==> src/hw/rv_macros.svh <==
`ifndef RV_MACROS_SVH
`define RV_MACROS_SVH

// datapath and address widths
`define RV_XLEN     32
`define RV_REG_AW   5
`define RV_DMEM_AW  8            // word address, 256 words of data memory

// major opcodes the pipeline keeps, anything else is a bubble
`define RV_OP_OP    7'b011_0011  // register-register alu
`define RV_OP_IMM   7'b001_0011  // register-immediate alu
`define RV_OP_LOAD  7'b000_0011
`define RV_OP_STORE 7'b010_0011

// funct3 for OP and OP-IMM
`define RV_F3_ADD   3'b000       // ADD, SUB, ADDI
`define RV_F3_SLL   3'b001
`define RV_F3_SLT   3'b010
`define RV_F3_SLTU  3'b011
`define RV_F3_XOR   3'b100
`define RV_F3_SR    3'b101       // SRL, SRA and immediate forms
`define RV_F3_OR    3'b110
`define RV_F3_AND   3'b111

// funct3 for loads and stores
`define RV_F3_LB    3'b000
`define RV_F3_LH    3'b001
`define RV_F3_LW    3'b010
`define RV_F3_LBU   3'b100
`define RV_F3_LHU   3'b101
`define RV_F3_SB    3'b000
`define RV_F3_SH    3'b001
`define RV_F3_SW    3'b010

// funct7, plain and with bit 30 set for SUB and SRA
`define RV_F7_BASE  7'b000_0000
`define RV_F7_ALT   7'b010_0000

`endif

==> src/hw/rv_forward.sv <==
`timescale 1ns/10ps
`include "rv_macros.svh"

module rv_forward (
    input  logic [`RV_REG_AW-1:0] rs1_addr,
    input  logic [`RV_REG_AW-1:0] rs2_addr,
    input  logic [`RV_XLEN-1:0]   rs1_data,    // regfile values
    input  logic [`RV_XLEN-1:0]   rs2_data,
    input  logic [`RV_REG_AW-1:0] ex_rd,       // one back
    input  logic                  ex_wb_en,
    input  logic                  ex_is_load,
    input  logic [`RV_XLEN-1:0]   alu_out,
    input  logic [`RV_REG_AW-1:0] mem_rd,      // two back
    input  logic                  mem_wb_en,
    input  logic                  mem_is_load,
    input  logic [`RV_XLEN-1:0]   mem_alu_res,
    input  logic [`RV_REG_AW-1:0] wb_rd,       // three back
    input  logic                  wb_en,
    input  logic [`RV_XLEN-1:0]   wb_data,
    output logic [`RV_XLEN-1:0]   rs1_val,
    output logic [`RV_XLEN-1:0]   rs2_val
);

    // youngest producer first, loads only usable once in write-back
    function automatic logic [`RV_XLEN-1:0] pick(input logic [`RV_REG_AW-1:0] src,
                                                 input logic [`RV_XLEN-1:0]   rf_val);
        if (src == '0)
            return rf_val;                                      // x0 never forwarded
        if (ex_wb_en && !ex_is_load && ex_rd == src)
            return alu_out;
        if (mem_wb_en && !mem_is_load && mem_rd == src)
            return mem_alu_res;
        if (wb_en && wb_rd == src)
            return wb_data;                                     // alu result or load data
        return rf_val;
    endfunction

    always_comb begin
        rs1_val = pick(rs1_addr, rs1_data);
        rs2_val = pick(rs2_addr, rs2_data);
    end

endmodule

==> config.mk <==
export PLATFORM = sky130hd
export DESIGN_NAME = rv_forward
export DESIGN_NICKNAME = d
export VERILOG_FILES = /design/src/hw/rv_forward.sv
export VERILOG_INCLUDE_DIRS = /design/src /design/src/hw
export SDC_FILE = /design/constraint.sdc
export NUM_CORES = 1
export LEC_CHECK = 0
export BUFFER_PORTS_ARGS = -buffer_cell sky130_fd_sc_hd__buf_2
export CAP_MARGIN = 0
export CORE_MARGIN = 1.5
export CORE_UTILIZATION = 23
export DETAILED_ROUTE_END_ITERATION = 7
export GPL_ROUTABILITY_DRIVEN = 0
export PLACE_DENSITY = 0.51
export RECOVER_POWER = 100
export SLEW_MARGIN = 20
export SYNTH_ARGS = -nofsm -noshare
export SYNTH_HDL_FRONTEND = slang
export SYNTH_SLANG_ARGS = --single-unit
==> constraint.sdc <==
create_clock -name vclk -period 2
set_input_delay 0.2 -clock vclk [all_inputs]
set_output_delay 0.2 -clock vclk [all_outputs]
set_load 0.05 [all_outputs]
Word level (Yosys, flattened, before mapping)
Index checks and enable logic that the tools add are counted.
Cells by class
  equality and inequality tests: 6
  muxes and demuxes: 36
  reduce and logical (&&, ||, !) cells: 12
Operator list (count)
  32-bit 2-to-1 mux: 16
  5-bit equality test: 6
  1-bit 2-to-1 mux: 20
  5-bit zero test: 2
  1-bit logical AND: 8
  1-bit zero test: 2
Word-level totals
  flip-flop bits (word level): 0
  output and inout bits: 64
  logic and storage cells: 54

Depth between registers and ports, before layout
Gate-level depths: netlist of run 1.
  depth in word-level cells: 14
  gate-level depth with buffers: 7
  mapped depth without buffers: 5

Least setup slack after synthesis of run 1
No wires, ideal clock.
  path type: input port to output port
  from: input port wb_rd[3]
  to: output port rs1_val[10]
  data arrival time: 2280 ps
  slack: -480 ps
  stages on the path: 6
  path buffers: 1
  path through: xnor2_1 nand3_1 nor2_1 clkbuf_1 a221oi_1 o31ai_1
Between the ends
  longest elaborated chain between the ends: 10
Ends and longest elaborated chain
  start: declaration: line rv_forward.sv:17  | input logic [`RV_REG_AW-1:0] wb_rd,
  5-bit equality test *: line rv_forward.sv:33  | if (wb_en && wb_rd == src)
  1-bit logical AND *: line rv_forward.sv:33
  1-bit 2-to-1 mux (2 in series): line rv_forward.sv:33
  1-bit 2-to-1 mux: line rv_forward.sv:31  | if (mem_wb_en && !mem_is_load && mem_rd == src)
  1-bit 2-to-1 mux: line rv_forward.sv:29  | if (ex_wb_en && !ex_is_load && ex_rd == src)
  32-bit 2-to-1 mux *: line rv_forward.sv:35  | return rf_val;
  32-bit 2-to-1 mux *: line rv_forward.sv:33
  32-bit 2-to-1 mux *: line rv_forward.sv:31
  32-bit 2-to-1 mux *: line rv_forward.sv:29
  end: declaration: line rv_forward.sv:20  | output logic [`RV_XLEN-1:0] rs1_val,
Mark *: on every way between the ends. The rest lies on a longest branch, timed or not. The select of a mux whose other input is x is not followed.

Worst setup path in the final report of run 1
  from: input port rs2_addr[4]
  to: output port rs2_val[29]
Between the ends
  longest elaborated chain between the ends: 10
Ends and longest elaborated chain
  start: declaration: line rv_forward.sv:6  | input logic [`RV_REG_AW-1:0] rs2_addr,
  5-bit equality test: line rv_forward.sv:33
  1-bit logical AND: line rv_forward.sv:33
  1-bit 2-to-1 mux (2 in series): line rv_forward.sv:33
  1-bit 2-to-1 mux: line rv_forward.sv:31
  1-bit 2-to-1 mux: line rv_forward.sv:29
  32-bit 2-to-1 mux: line rv_forward.sv:35
  32-bit 2-to-1 mux: line rv_forward.sv:33
  32-bit 2-to-1 mux: line rv_forward.sv:31
  32-bit 2-to-1 mux *: line rv_forward.sv:29
  end: declaration: line rv_forward.sv:21  | output logic [`RV_XLEN-1:0] rs2_val
Marks and branches as above.

==> report_table.html, run 1 <==
<table>
<tr><th>Metric</th><th>Value</th></tr>
<tr><th colspan="2">Timing</th></tr>
<tr><td>Worst setup margin</td><td>-87.8 ps</td></tr>
<tr><td>RSZ-0062 raised after global routing</td><td>yes</td></tr>
<tr><td>Peak Freq</td><td>~480 MHz</td></tr>
<tr><td>Summed negative setup slack over all endpoints</td><td>-1770 ps</td></tr>
<tr><td>Fin crit period</td><td>2090 ps</td></tr>
<tr><td>Count of pins over their slew limit</td><td>0</td></tr>
<tr><td>Tightest slew margin relative to the limit</td><td>0.730</td></tr>
<tr><td>Number of hold violations in the final report</td><td>0</td></tr>
<tr><td>Worst-margin pin slew</td><td>405 ps</td></tr>
<tr><td>Final Cycle Share</td><td>1.04</td></tr>
<tr><td>Final setup violation count</td><td>48</td></tr>
<tr><th colspan="2">GRT</th></tr>
<tr><td>Overflow left after global routing</td><td>0</td></tr>
<tr><td>Pin count of the biggest net entering global routing</td><td>33</td></tr>
<tr><td>Antenna violations before repair</td><td>0</td></tr>
<tr><td>Vias in the first global route</td><td>~6000</td></tr>
<tr><td>Total track usage</td><td>0.275</td></tr>
<tr><td>Grt met1 use</td><td>0.330</td></tr>
<tr><td>Met2 track demand over resource</td><td>0.512</td></tr>
<tr><td>Global routing's busiest layer</td><td>met2</td></tr>
<tr><td>Wire length of the first global-routing pass</td><td>roughly 32000 um</td></tr>
<tr><td>Grt met3 use</td><td>0.0263</td></tr>
<tr><th colspan="2">Pwr</th></tr>
<tr><td>NetSw</td><td>0.00107 W</td></tr>
<tr><td>Power Internal</td><td>between 0.0008 and 0.0009 W</td></tr>
<tr><td>Leak</td><td>3.33 nW</td></tr>
<tr><td>Worst IR Drop VDD</td><td>154 uV</td></tr>
<tr><td>Portion of total power attributed to combinational logic</td><td>1.000</td></tr>
<tr><td>Clock network fraction of total power</td><td>0</td></tr>
<tr><td>Cell area power density</td><td>245 mW/mm2</td></tr>
<tr><td>Part of the total power dissipated in sequential elements</td><td>0</td></tr>
<tr><td>Net switching share of the total power</td><td>0.548</td></tr>
<tr><th colspan="2">Floorplanning</th></tr>
<tr><td>Number of ports placed on the die boundary</td><td>254</td></tr>
<tr><td>Height of the die</td><td>121 um</td></tr>
<tr><td>Area enclosed by the die boundary</td><td>0.0147 mm2</td></tr>
<tr><td>Starting utilization of the core area</td><td>0.239</td></tr>
<tr><td>Number of placement rows</td><td>42</td></tr>
<tr><td>Placeable Area</td><td>0.0135 mm2</td></tr>
<tr><td>Horiz. Die Dim</td><td>121 um</td></tr>
<tr><th colspan="2">Setup path</th></tr>
<tr><td>WP data arrival</td><td>roughly 1900 ps</td></tr>
<tr><td>Critical Path End Type</td><td>output port</td></tr>
<tr><td>Delay of the slowest cell on the worst path</td><td>460 ps</td></tr>
<tr><td>Cell count along the critical path</td><td>8</td></tr>
<tr><td>Sequence of cells on the critical path</td><td>buf_8, xnor2_2, nand3_2, or3_4, clkbuf_16, a221oi_4, o31ai_4, buf_6</td></tr>
<tr><td>Data required time of the worst path</td><td>between 1500 and 2000 ps</td></tr>
<tr><td>Crit path buf inv count</td><td>3</td></tr>
<tr><td>Type of the worst setup path</td><td>in2out</td></tr>
<tr><td>Element type at the critical path start</td><td>primary input</td></tr>
<tr><td>Critical Path Fanout Max</td><td>8</td></tr>
<tr><td>Max stage delay cell, worst path</td><td>sky130_fd_sc_hd__or3_4</td></tr>
<tr><td>Cell family with the largest share of critical-path delay</td><td>simple AND/OR/NAND/NOR gates</td></tr>
<tr><th colspan="2">Synth</th></tr>
<tr><td>Number of library cell types mapped by synthesis</td><td>22</td></tr>
<tr><td>Avg Cell Area, Syn</td><td>around 6.8 um2</td></tr>
<tr><td>Yosys warns</td><td>0</td></tr>
<tr><td>Synth Cell Area</td><td>0.00321 mm2</td></tr>
<tr><td>Net count after synthesis</td><td>664</td></tr>
<tr><td>Cells after Synth</td><td>around 470</td></tr>
<tr><td>Sequential share of the synthesized area</td><td>0</td></tr>
<tr><th colspan="2">Job</th></tr>
<tr><td>Number of max-cap violations</td><td>0</td></tr>
<tr><th colspan="2">Detailed routing</th></tr>
<tr><td>Remaining number of nets flagged by the antenna check after routing</td><td>0</td></tr>
<tr><td>Detailed-route vias per instance</td><td>~6.1</td></tr>
<tr><td>Average wire per cell in the routed design</td><td>24.3 um</td></tr>
<tr><td>DRC Markers</td><td>0</td></tr>
<tr><td>Iteration count of the initial detailed-routing pass</td><td>6</td></tr>
<tr><td>WL final</td><td>22700 um</td></tr>
<tr><td>Detailed router's first-iteration violation count</td><td>527</td></tr>
<tr><td>Routed via count</td><td>5708</td></tr>
<tr><th colspan="2">Layout</th></tr>
<tr><td>Area occupied by registers</td><td>0 um2</td></tr>
<tr><td>Post-synthesis to final-layout area growth</td><td>149%</td></tr>
<tr><td>Count of flip-flops and latches</td><td>0</td></tr>
<tr><td>Commonest non-fill, non-tap cells in the layout</td><td>176 x sky130_fd_sc_hd__buf_2, 79 x sky130_fd_sc_hd__buf_6, 64 x sky130_fd_sc_hd__and3_1, 62 x sky130_fd_sc_hd__a31oi_1, 45 x sky130_fd_sc_hd__a221oi_4</td></tr>
<tr><td>Number of antenna repair diodes</td><td>0</td></tr>
<tr><td>Number of nets in the layout</td><td>948</td></tr>
<tr><td>Layout clock buffer count</td><td>0</td></tr>
<tr><td>Fraction of layout cells with a size suffix above 1</td><td>0.718</td></tr>
<tr><td>Core occupancy in the finished layout</td><td>0.594</td></tr>
<tr><td>Commonest non-fill, non-tap cell in the layout</td><td>sky130_fd_sc_hd__buf_2</td></tr>
<tr><td>Filler instances</td><td>1152</td></tr>
<tr><td>Post-layout instance count excluding filler cells</td><td>slightly above 900</td></tr>
<tr><th colspan="2">Place</th></tr>
<tr><td>Total of buffers placed on input and output ports</td><td>254</td></tr>
<tr><td>Placement Setup Slack</td><td>-267 ps</td></tr>
<tr><td>Half-perimeter wire length of the detailed placement result</td><td>~14000 um</td></tr>
<tr><td>Placed cell count</td><td>roughly 910</td></tr>
<tr><th colspan="2">Clock network</th></tr>
<tr><td>Number of buffers inserted for hold repair after clock tree synthesis</td><td>0</td></tr>
<tr><th colspan="2">Outcome</th></tr>
<tr><td>Violated checks</td><td>negative setup slack</td></tr>
<tr><td>Status</td><td>finished, violations left</td></tr>
<tr><th colspan="2">Hold path</th></tr>
<tr><td>Hold/Removal Path Class</td><td>in2out</td></tr>
<tr><td>Number of cells traversed by the worst hold path</td><td>4</td></tr>
</table>
## routing by layer
layer	vias to the layer above	part of all wire
met2	379	0.51
met5	-	0
met1	2782	0.39
li1	2486	-
met3	61	0.070
met4	0	0.029
## cell type report
cell class	count	area [um2]	share of cell area
Inverter	1	3.75	0.000469
Multi-Input combinational cell	412	4720	0.591
Tap cell	176	220	0.0275
Timing Repair Buffer	343	3050	0.381
## synthesized netlist by cell type, drive strengths merged, types with 3 or more instances
cell    count  area share
nor2       70       0.082
a221oi     64        0.23
a31oi      64        0.12
and3       64        0.12
o31ai      64        0.15
clkbuf     43       0.050
and2       32       0.062
xnor2      28       0.076
buf        18       0.048
nand2       6      0.0070
nand4       4      0.0078
nor3        4      0.0094
nand2b      3      0.0058
## cell families after synthesis
group | share of synthesized area
buffers and inverters | 0.0990
XOR/XNOR | 0.0818
AO/OA/AOI/OAI | 0.507
AND/OR/NAND/NOR | 0.312
## through the flow
stage               area (um2)  hold WS [ps]  total power [W]
global route              8000           813          0.00203
finish                    8000           789          0.00196
detailed placement        5870           870          0.00148
CTS                       7220           789          0.00180
global placement          5870           866          0.00147
floorplan                 3890           637         0.000929
## final timing paths
check,start,endpoint,slack [ps]
max,rs2_addr[4],rs2_val[29],-90
min,alu_out[19],rs1_val[19],790
## power groups by stage
stage / registers [W] / clock network (W) / logic, W
3_3_place_gp: 0 / 0 / 0.00147
3_5_place_dp: 0 / 0 / 0.00148
2_1_floorplan: 0 / 0 / 0.000929
5_1_grt: 0 / 0 / 0.00203
4_1_cts: 0 / 0 / 0.00180
6_report: 0 / 0 / 0.00196
## repair_timing
| action | CTS | global route |
|---|---|---|
| pin swaps | 42 | 35 |
| endpoints found under the setup margin | 64 | 64 |
| setup buffers | 8 | 10 |
| resized for setup | 239 | 104 |
| gates cloned | 5 | 10 |
(Power assumes the default switching activity.)
==> run 2: changes to the inputs <==
--- a/config.mk
+++ b/config.mk
@@ -6,13 +6,12 @@
 export SDC_FILE = /design/constraint.sdc
 export NUM_CORES = 1
 export LEC_CHECK = 0
-export BUFFER_PORTS_ARGS = -buffer_cell sky130_fd_sc_hd__buf_2
-export CAP_MARGIN = 0
 export CORE_MARGIN = 1.5
 export CORE_UTILIZATION = 23
 export DETAILED_ROUTE_END_ITERATION = 7
+export DONT_BUFFER_PORTS = 1
 export GPL_ROUTABILITY_DRIVEN = 0
-export PLACE_DENSITY = 0.51
+export PLACE_DENSITY = 0.35
 export RECOVER_POWER = 100
 export SLEW_MARGIN = 20
 export SYNTH_ARGS = -nofsm -noshare
==> run 2 against run 1 <==
The run now ends clean. Sequential share of layout area unchanged. Hold slack got worse by 150 ps. Final area decreased by 41%. Core utilization decreased by 24 points. Count of clock-buffer cells in the layout unchanged. First-iteration DRC count decreased by 43%. Critical path depth increased by 2. Power decreased by 40%.
==> report_table.html, run 2 (same netlist as run 1, synthesis figures left out) <==
<table>
<tr><th>Metric</th><th>Value</th></tr>
<tr><th colspan="2">GRT</th></tr>
<tr><td>Vias in the first global route</td><td>4487 (-25%)</td></tr>
<tr><td>Overflow left after global routing</td><td>0 (unchanged)</td></tr>
<tr><td>Wire length of the first global-routing pass</td><td>27500 um (-14%)</td></tr>
<tr><td>Antenna violations before repair</td><td>0 (unchanged)</td></tr>
<tr><td>Pin count of the biggest net entering global routing</td><td>34 (+3.0%)</td></tr>
<tr><td>Total track usage</td><td>0.239 (-0.0357)</td></tr>
<tr><th colspan="2">Detailed routing</th></tr>
<tr><td>DRC Markers</td><td>0 (unchanged)</td></tr>
<tr><td>Average wire per cell in the routed design</td><td>28.3 um (+16%)</td></tr>
<tr><td>WL final</td><td>19000 um (-16%)</td></tr>
<tr><td>Detailed-route vias per instance</td><td>6.71 (+9.6%)</td></tr>
<tr><td>Detailed router's first-iteration violation count</td><td>298 (-43%)</td></tr>
<tr><td>Iteration count of the initial detailed-routing pass</td><td>5 (-1)</td></tr>
<tr><td>Routed via count</td><td>4505 (-21%)</td></tr>
<tr><td>Remaining number of nets flagged by the antenna check after routing</td><td>0 (unchanged)</td></tr>
<tr><th colspan="2">Place</th></tr>
<tr><td>Half-perimeter wire length of the detailed placement result</td><td>13800 um (-3.0%)</td></tr>
<tr><td>Placement Setup Slack</td><td>-111 ps (+156 ps)</td></tr>
<tr><td>Total of buffers placed on input and output ports</td><td>0 (-100%)</td></tr>
<tr><td>Placed cell count</td><td>666 (-26%)</td></tr>
<tr><th colspan="2">Setup path</th></tr>
<tr><td>Element type at the critical path start</td><td>primary input</td></tr>
<tr><td>Critical Path Fanout Max</td><td>7 (-1)</td></tr>
<tr><td>WP data arrival</td><td>1750 ps (-140 ps)</td></tr>
<tr><td>Critical Path End Type</td><td>output port</td></tr>
<tr><td>Data required time of the worst path</td><td>1800 ps (about the same)</td></tr>
<tr><td>Type of the worst setup path</td><td>in2out</td></tr>
<tr><th colspan="2">Floorplanning</th></tr>
<tr><td>Height of the die</td><td>121 um (unchanged)</td></tr>
<tr><td>Horiz. Die Dim</td><td>121 um (unchanged)</td></tr>
<tr><td>Starting utilization of the core area</td><td>0.239 (unchanged)</td></tr>
<tr><td>Number of ports placed on the die boundary</td><td>254 (unchanged)</td></tr>
<tr><td>Placeable Area</td><td>0.0135 mm2 (unchanged)</td></tr>
<tr><td>Number of placement rows</td><td>42 (unchanged)</td></tr>
<tr><td>Area enclosed by the die boundary</td><td>0.0147 mm2 (unchanged)</td></tr>
<tr><th colspan="2">Layout</th></tr>
<tr><td>Commonest non-fill, non-tap cells in the layout</td><td>64 x sky130_fd_sc_hd__nor2_1, 64 x sky130_fd_sc_hd__and3_1, 64 x sky130_fd_sc_hd__a31oi_1, 59 x sky130_fd_sc_hd__buf_4, 41 x sky130_fd_sc_hd__o31ai_4</td></tr>
<tr><td>Number of nets in the layout</td><td>687 (-28%)</td></tr>
<tr><td>Post-layout instance count excluding filler cells</td><td>671 (-28%)</td></tr>
<tr><td>Layout clock buffer count</td><td>0 (unchanged)</td></tr>
<tr><td>Number of antenna repair diodes</td><td>0 (unchanged)</td></tr>
<tr><td>Area occupied by registers</td><td>0 um2 (unchanged)</td></tr>
<tr><td>Count of flip-flops and latches</td><td>0 (unchanged)</td></tr>
<tr><td>Fraction of layout cells with a size suffix above 1</td><td>0.392 (-0.326)</td></tr>
<tr><td>Core occupancy in the finished layout</td><td>0.351 (-0.244)</td></tr>
<tr><td>Post-synthesis to final-layout area growth</td><td>46.9%</td></tr>
<tr><th colspan="2">Timing</th></tr>
<tr><td>Number of hold violations in the final report</td><td>0 (unchanged)</td></tr>
<tr><td>Peak Freq</td><td>512 MHz (+6.8%)</td></tr>
<tr><td>Worst setup margin</td><td>45.5 ps (+133 ps)</td></tr>
<tr><td>Count of pins over their slew limit</td><td>0 (unchanged)</td></tr>
<tr><td>RSZ-0062 raised after global routing</td><td>yes</td></tr>
<tr><td>Final Cycle Share</td><td>0.977 (-0.0667)</td></tr>
<tr><td>Tightest slew margin relative to the limit</td><td>0.573 (-0.157)</td></tr>
<tr><td>Worst-margin pin slew</td><td>642 ps (+237 ps)</td></tr>
<tr><td>Fin crit period</td><td>1950 ps (-133 ps)</td></tr>
<tr><td>Final setup violation count</td><td>0 (-100%)</td></tr>
<tr><td>Summed negative setup slack over all endpoints</td><td>0 ps (+1770 ps)</td></tr>
<tr><th colspan="2">Pwr</th></tr>
<tr><td>Worst IR Drop VDD</td><td>101 uV (-34%)</td></tr>
<tr><td>Clock network fraction of total power</td><td>0 (unchanged)</td></tr>
<tr><td>Part of the total power dissipated in sequential elements</td><td>0 (unchanged)</td></tr>
<tr><td>Net switching share of the total power</td><td>0.644 (+0.0953)</td></tr>
<tr><td>Cell area power density</td><td>249 mW/mm2 (+1.5%)</td></tr>
<tr><td>NetSw</td><td>0.000755 W (-30%)</td></tr>
<tr><td>Leak</td><td>1.72 nW (-48%)</td></tr>
<tr><td>Power Internal</td><td>0.000418 W (-53%)</td></tr>
<tr><td>Portion of total power attributed to combinational logic</td><td>1.000 (about the same)</td></tr>
<tr><th colspan="2">Job</th></tr>
<tr><td>Number of max-cap violations</td><td>0 (unchanged)</td></tr>
<tr><th colspan="2">Clock network</th></tr>
<tr><td>Number of buffers inserted for hold repair after clock tree synthesis</td><td>0 (unchanged)</td></tr>
<tr><th colspan="2">Hold path</th></tr>
<tr><td>Hold/Removal Path Class</td><td>in2out</td></tr>
<tr><th colspan="2">Outcome</th></tr>
<tr><td>Status</td><td>finished clean</td></tr>
</table>
==> run 2: cell count changes in the layout (fill, tap and decap cells not counted), moves of 18 or more <==
| cell | delta |
|---|---|
| sky130_fd_sc_hd__buf_2 | -175 |
| sky130_fd_sc_hd__xnor2_1 | +18 |
| sky130_fd_sc_hd__buf_12 | -18 |
| sky130_fd_sc_hd__a221oi_1 | +31 |
| sky130_fd_sc_hd__buf_6 | -78 |
| sky130_fd_sc_hd__a221oi_4 | -43 |
| sky130_fd_sc_hd__nor2_1 | +28 |
| sky130_fd_sc_hd__nor2_2 | -19 |
==> run 2: layout make-up <==
cell class	count	area, um2
Fill cell	1446	8740
Inverter	1	3.75
Multi-Input combinational cell	412	3710
Tap cell	176	220
Timing Repair Buffer	82	779
==> run 2: through the flow <==
| step | hold WS (ps) | power [W] | area, um2 |
|---|---|---|---|
| 2_1_floorplan | 637 | 0.000929 | 3890 |
| 5_1_grt | 647 | 0.00122 | 4720 |
| 6_report | 641 | 0.00117 | 4720 |
| 3_3_place_gp | 643 | 0.00116 | 4610 |
| 4_1_cts | 644 | 0.00117 | 4640 |
| 3_5_place_dp | 643 | 0.00116 | 4610 |
==> run 2: worst max-delay path, cell delays in order <==
cell	delay [ps]
sky130_fd_sc_hd__xnor2_1	140
sky130_fd_sc_hd__nand3_1	110
sky130_fd_sc_hd__clkbuf_1	130
sky130_fd_sc_hd__nor2_4	100
sky130_fd_sc_hd__buf_4	170
sky130_fd_sc_hd__buf_12	130
sky130_fd_sc_hd__buf_4	160
sky130_fd_sc_hd__a221oi_1	100
sky130_fd_sc_hd__o31ai_2	260
sky130_fd_sc_hd__buf_4	240
==> run 2: worst paths after layout <==
check,startpoint,endpoint,slack [ps],cells past startpoint
hold / removal,alu_out[27],rs2_val[27],640,2
setup / recovery,wb_rd[3],rs1_val[31],50,10
==> run 2: per-layer routing <==
metal	track usage	vias to the layer above	share of wire
met4	0.0456	0	0.016
met1	0.308	2214	0.40
met5	0	-	0
met2	0.409	308	0.48
li1	-	1950	-
met3	0.0559	33	0.10
==> run 2: what timing repair did <==
action	in CTS	in global routing
resized for setup	4	7
hold endpoints to repair	0	0
pin swaps	1	12
endpoints found under the setup margin	30	27
setup buffers	0	4
cloned	0	1
==> run 2: power by group through the flow <==
stage	clock network, W	logic (W)	registers, W
final	0	0.00117	0
after global routing	0	0.00122	0
after CTS	0	0.00117	0
after detailed placement	0	0.00116	0
after global placement	0	0.00116	0
after floorplan	0	0.000929	0
==> run 3: changes to the inputs <==
--- a/config.mk
+++ b/config.mk
@@ -13,6 +13,7 @@
 export GPL_ROUTABILITY_DRIVEN = 0
 export PLACE_DENSITY = 0.35
 export RECOVER_POWER = 100
+export REMOVE_ABC_BUFFERS = 1
 export SLEW_MARGIN = 20
 export SYNTH_ARGS = -nofsm -noshare
 export SYNTH_HDL_FRONTEND = slang
==> run 3 against run 2 <==
Combinational power barely moved. Maximum frequency rose by 0.29%. Critical path depth fell by 3. Power rose by 0.25%. Sequential share of layout area did not move. First-iteration DRC count rose by 10%. Largest power group unchanged.
==> report_table.html, run 3 (same netlist as run 1, synthesis figures left out) <==
<table>
<tr><th>Metric</th><th>Value</th></tr>
<tr><th colspan="2">Outcome</th></tr>
<tr><td>Status</td><td>finished clean</td></tr>
<tr><th colspan="2">Floorplanning</th></tr>
<tr><td>Height of the die</td><td>121 um (unchanged)</td></tr>
<tr><td>Number of placement rows</td><td>42 (unchanged)</td></tr>
<tr><td>Horiz. Die Dim</td><td>121 um (unchanged)</td></tr>
<tr><td>Starting utilization of the core area</td><td>0.239 (unchanged)</td></tr>
<tr><td>Area enclosed by the die boundary</td><td>0.0147 mm2 (unchanged)</td></tr>
<tr><td>Placeable Area</td><td>0.0135 mm2 (unchanged)</td></tr>
<tr><td>Number of ports placed on the die boundary</td><td>254 (unchanged)</td></tr>
<tr><th colspan="2">Pwr</th></tr>
<tr><td>Net switching share of the total power</td><td>0.630 (-0.0137)</td></tr>
<tr><td>Clock network fraction of total power</td><td>0 (unchanged)</td></tr>
<tr><td>Part of the total power dissipated in sequential elements</td><td>0 (unchanged)</td></tr>
<tr><td>Cell area power density</td><td>259 mW/mm2 (+4.2%)</td></tr>
<tr><td>NetSw</td><td>0.000741 W (-1.9%)</td></tr>
<tr><td>Worst IR Drop VDD</td><td>98.2 uV (-2.7%)</td></tr>
<tr><td>Portion of total power attributed to combinational logic</td><td>1.000 (about the same)</td></tr>
<tr><td>Leak</td><td>1.74 nW (+1.4%)</td></tr>
<tr><td>Power Internal</td><td>0.000435 W (+4.1%)</td></tr>
<tr><td>Total power of the final layout</td><td>0.00118 W (+0.25%)</td></tr>
<tr><th colspan="2">Layout</th></tr>
<tr><td>Core occupancy in the finished layout</td><td>0.337 (-0.0132)</td></tr>
<tr><td>Layout clock buffer count</td><td>0 (unchanged)</td></tr>
<tr><td>Number of nets in the layout</td><td>712 (+3.6%)</td></tr>
<tr><td>Filler instances</td><td>1489 (+3.0%)</td></tr>
<tr><td>Commonest non-fill, non-tap cell in the layout</td><td>sky130_fd_sc_hd__buf_4</td></tr>
<tr><td>Area occupied by registers</td><td>0 um2 (unchanged)</td></tr>
<tr><td>Post-layout instance count excluding filler cells</td><td>697 (+3.9%)</td></tr>
<tr><td>Count of flip-flops and latches</td><td>0 (unchanged)</td></tr>
<tr><td>Commonest non-fill, non-tap cells in the layout</td><td>94 x sky130_fd_sc_hd__buf_4, 64 x sky130_fd_sc_hd__nor2_1, 64 x sky130_fd_sc_hd__and3_1, 64 x sky130_fd_sc_hd__a31oi_1, 64 x sky130_fd_sc_hd__o31ai_2</td></tr>
<tr><td>Fraction of layout cells with a size suffix above 1</td><td>0.450 (+0.0581)</td></tr>
<tr><td>Post-synthesis to final-layout area growth</td><td>41.3%</td></tr>
<tr><th colspan="2">Hold path</th></tr>
<tr><td>Hold/Removal Path Class</td><td>in2out</td></tr>
<tr><td>Number of cells traversed by the worst hold path</td><td>3 (+1)</td></tr>
<tr><td>Startpoint of the most critical hold path</td><td>alu_out[18]</td></tr>
<tr><td>Sink of the worst hold path</td><td>rs1_val[18]</td></tr>
<tr><th colspan="2">Clock network</th></tr>
<tr><td>Number of buffers inserted for hold repair after clock tree synthesis</td><td>0 (unchanged)</td></tr>
<tr><td>Buffers inserted during post-CTS setup optimization</td><td>0 (unchanged)</td></tr>
<tr><th colspan="2">Detailed routing</th></tr>
<tr><td>Detailed-route vias per instance</td><td>6.38 (-5.0%)</td></tr>
<tr><td>Iteration count of the initial detailed-routing pass</td><td>4 (-1)</td></tr>
<tr><td>Routed via count</td><td>4446 (-1.3%)</td></tr>
<tr><td>Average wire per cell in the routed design</td><td>27.2 um (-3.8%)</td></tr>
<tr><td>WL final</td><td>18900 um (about the same)</td></tr>
<tr><td>Remaining number of nets flagged by the antenna check after routing</td><td>0 (unchanged)</td></tr>
<tr><td>DRC Markers</td><td>0 (unchanged)</td></tr>
<tr><td>Detailed router's first-iteration violation count</td><td>329 (+10%)</td></tr>
<tr><th colspan="2">Timing</th></tr>
<tr><td>Hold Slack</td><td>703 ps (+62.5 ps)</td></tr>
<tr><td>Worst-margin pin slew</td><td>324 ps (-318 ps)</td></tr>
<tr><td>Final setup violation count</td><td>0 (unchanged)</td></tr>
<tr><td>Number of hold violations in the final report</td><td>0 (unchanged)</td></tr>
<tr><td>Peak Freq</td><td>513 MHz (+0.29%)</td></tr>
<tr><td>Fin crit period</td><td>1950 ps (-5.60 ps)</td></tr>
<tr><td>Count of pins over their slew limit</td><td>0 (unchanged)</td></tr>
<tr><td>Tightest slew margin relative to the limit</td><td>0.784 (+0.211)</td></tr>
<tr><td>Final Cycle Share</td><td>0.974 (-0.00280)</td></tr>
<tr><td>RSZ-0062 raised after global routing</td><td>yes</td></tr>
<tr><th colspan="2">Job</th></tr>
<tr><td>Number of max-cap violations</td><td>0 (unchanged)</td></tr>
<tr><th colspan="2">Setup path</th></tr>
<tr><td>Type of the worst setup path</td><td>in2out</td></tr>
<tr><td>Element type at the critical path start</td><td>primary input</td></tr>
<tr><td>WP data arrival</td><td>1750 ps (about the same)</td></tr>
<tr><td>Critical Path Fanout Max</td><td>17 (+10)</td></tr>
<tr><td>Data required time of the worst path</td><td>1800 ps (about the same)</td></tr>
<tr><td>Critical Path End Type</td><td>output port</td></tr>
<tr><th colspan="2">Place</th></tr>
<tr><td>Placed cell count</td><td>696 (+4.5%)</td></tr>
<tr><td>Half-perimeter wire length of the detailed placement result</td><td>14200 um (+2.7%)</td></tr>
<tr><td>Total of buffers placed on input and output ports</td><td>0 (unchanged)</td></tr>
<tr><th colspan="2">GRT</th></tr>
<tr><td>Wire length of the first global-routing pass</td><td>27400 um (-0.62%)</td></tr>
<tr><td>Antenna violations before repair</td><td>0 (unchanged)</td></tr>
<tr><td>Overflow left after global routing</td><td>0 (unchanged)</td></tr>
<tr><td>Pin count of the biggest net entering global routing</td><td>34 (unchanged)</td></tr>
<tr><td>Vias in the first global route</td><td>4564 (+1.7%)</td></tr>
<tr><td>Total track usage</td><td>0.239 (-0.000543)</td></tr>
</table>
==> run 3: cell count changes in the layout (fill, tap and decap cells not counted), sizes merged <==
| cell | previous run | this run |
|---|---|---|
| clkbuf | 8 | 4 |
| diode | 0 | 1 |
| buf | 74 | 103 |
==> run 3: per-layer routing <==
metal,part of all wire,track usage
met5,0,0
met4,0.0067,0.0243
met3,0.11,0.0493
met2,0.47,0.411
met1,0.42,0.317
==> run 3: repair_timing <==
| action | 4_1_cts | 5_1_grt |
|---|---|---|
| endpoints found under the setup margin | 27 | 23 |
| resized for setup | 4 | 17 |
| endpoints found under the hold margin | 0 | 0 |
==> run 3: power by group through the flow <==
| stage | sequential [W] | clock (W) | combinational, W |
|---|---|---|---|
| 3_5_place_dp | 0 | 0 | 0.00115 |
| 3_3_place_gp | 0 | 0 | 0.00115 |
| 4_1_cts | 0 | 0 | 0.00116 |
| 2_1_floorplan | 0 | 0 | 0.000752 |
| 5_1_grt | 0 | 0 | 0.00122 |
| 6_report | 0 | 0.0000000000669 | 0.00118 |
==> run 3: worst max path at each step <==
stage	from	end	depth (start not counted)
3_5_place_dp	rs2_addr[0]	rs2_val[30]	7
3_3_place_gp	rs2_addr[0]	rs2_val[30]	7
2_1_floorplan	rs2_addr[4]	rs2_val[31]	5
4_1_cts	wb_rd[1]	rs1_val[31]	7
5_1_grt	wb_rd[1]	rs1_val[10]	7
6_report	wb_rd[1]	rs1_val[15]	7
==> run 3: cell type report <==
cell class | instances | area [um2] | share of cell area
Antenna cell | 1 | 2.50 | 0.000551
Timing Repair Buffer | 107 | 907 | 0.200
Tap cell | 176 | 220 | 0.0485
Multi-Input combinational cell | 412 | 3400 | 0.750
Inverter | 1 | 3.75 | 0.000827
==> run 3: critical path, cell delays in order <==
cell	delay (ps)
sky130_fd_sc_hd__xnor2_1	150
sky130_fd_sc_hd__nand3_1	120
sky130_fd_sc_hd__or3_1	380
sky130_fd_sc_hd__buf_4	240
sky130_fd_sc_hd__a221oi_1	310
sky130_fd_sc_hd__o31ai_2	130
sky130_fd_sc_hd__buf_4	200
==> run 3: stage by stage <==
step | TNS, ps | area (um2) | setup slack [ps]
2_1_floorplan | -121590 | 2900 | -2150
3_3_place_gp | -59.4 | 4400 | -35.7
3_5_place_dp | -739 | 4400 | -89.0
4_1_cts | 0 | 4420 | 56.7
5_1_grt | -345 | 4540 | -45.6
6_report | 0 | 4540 | 51.1
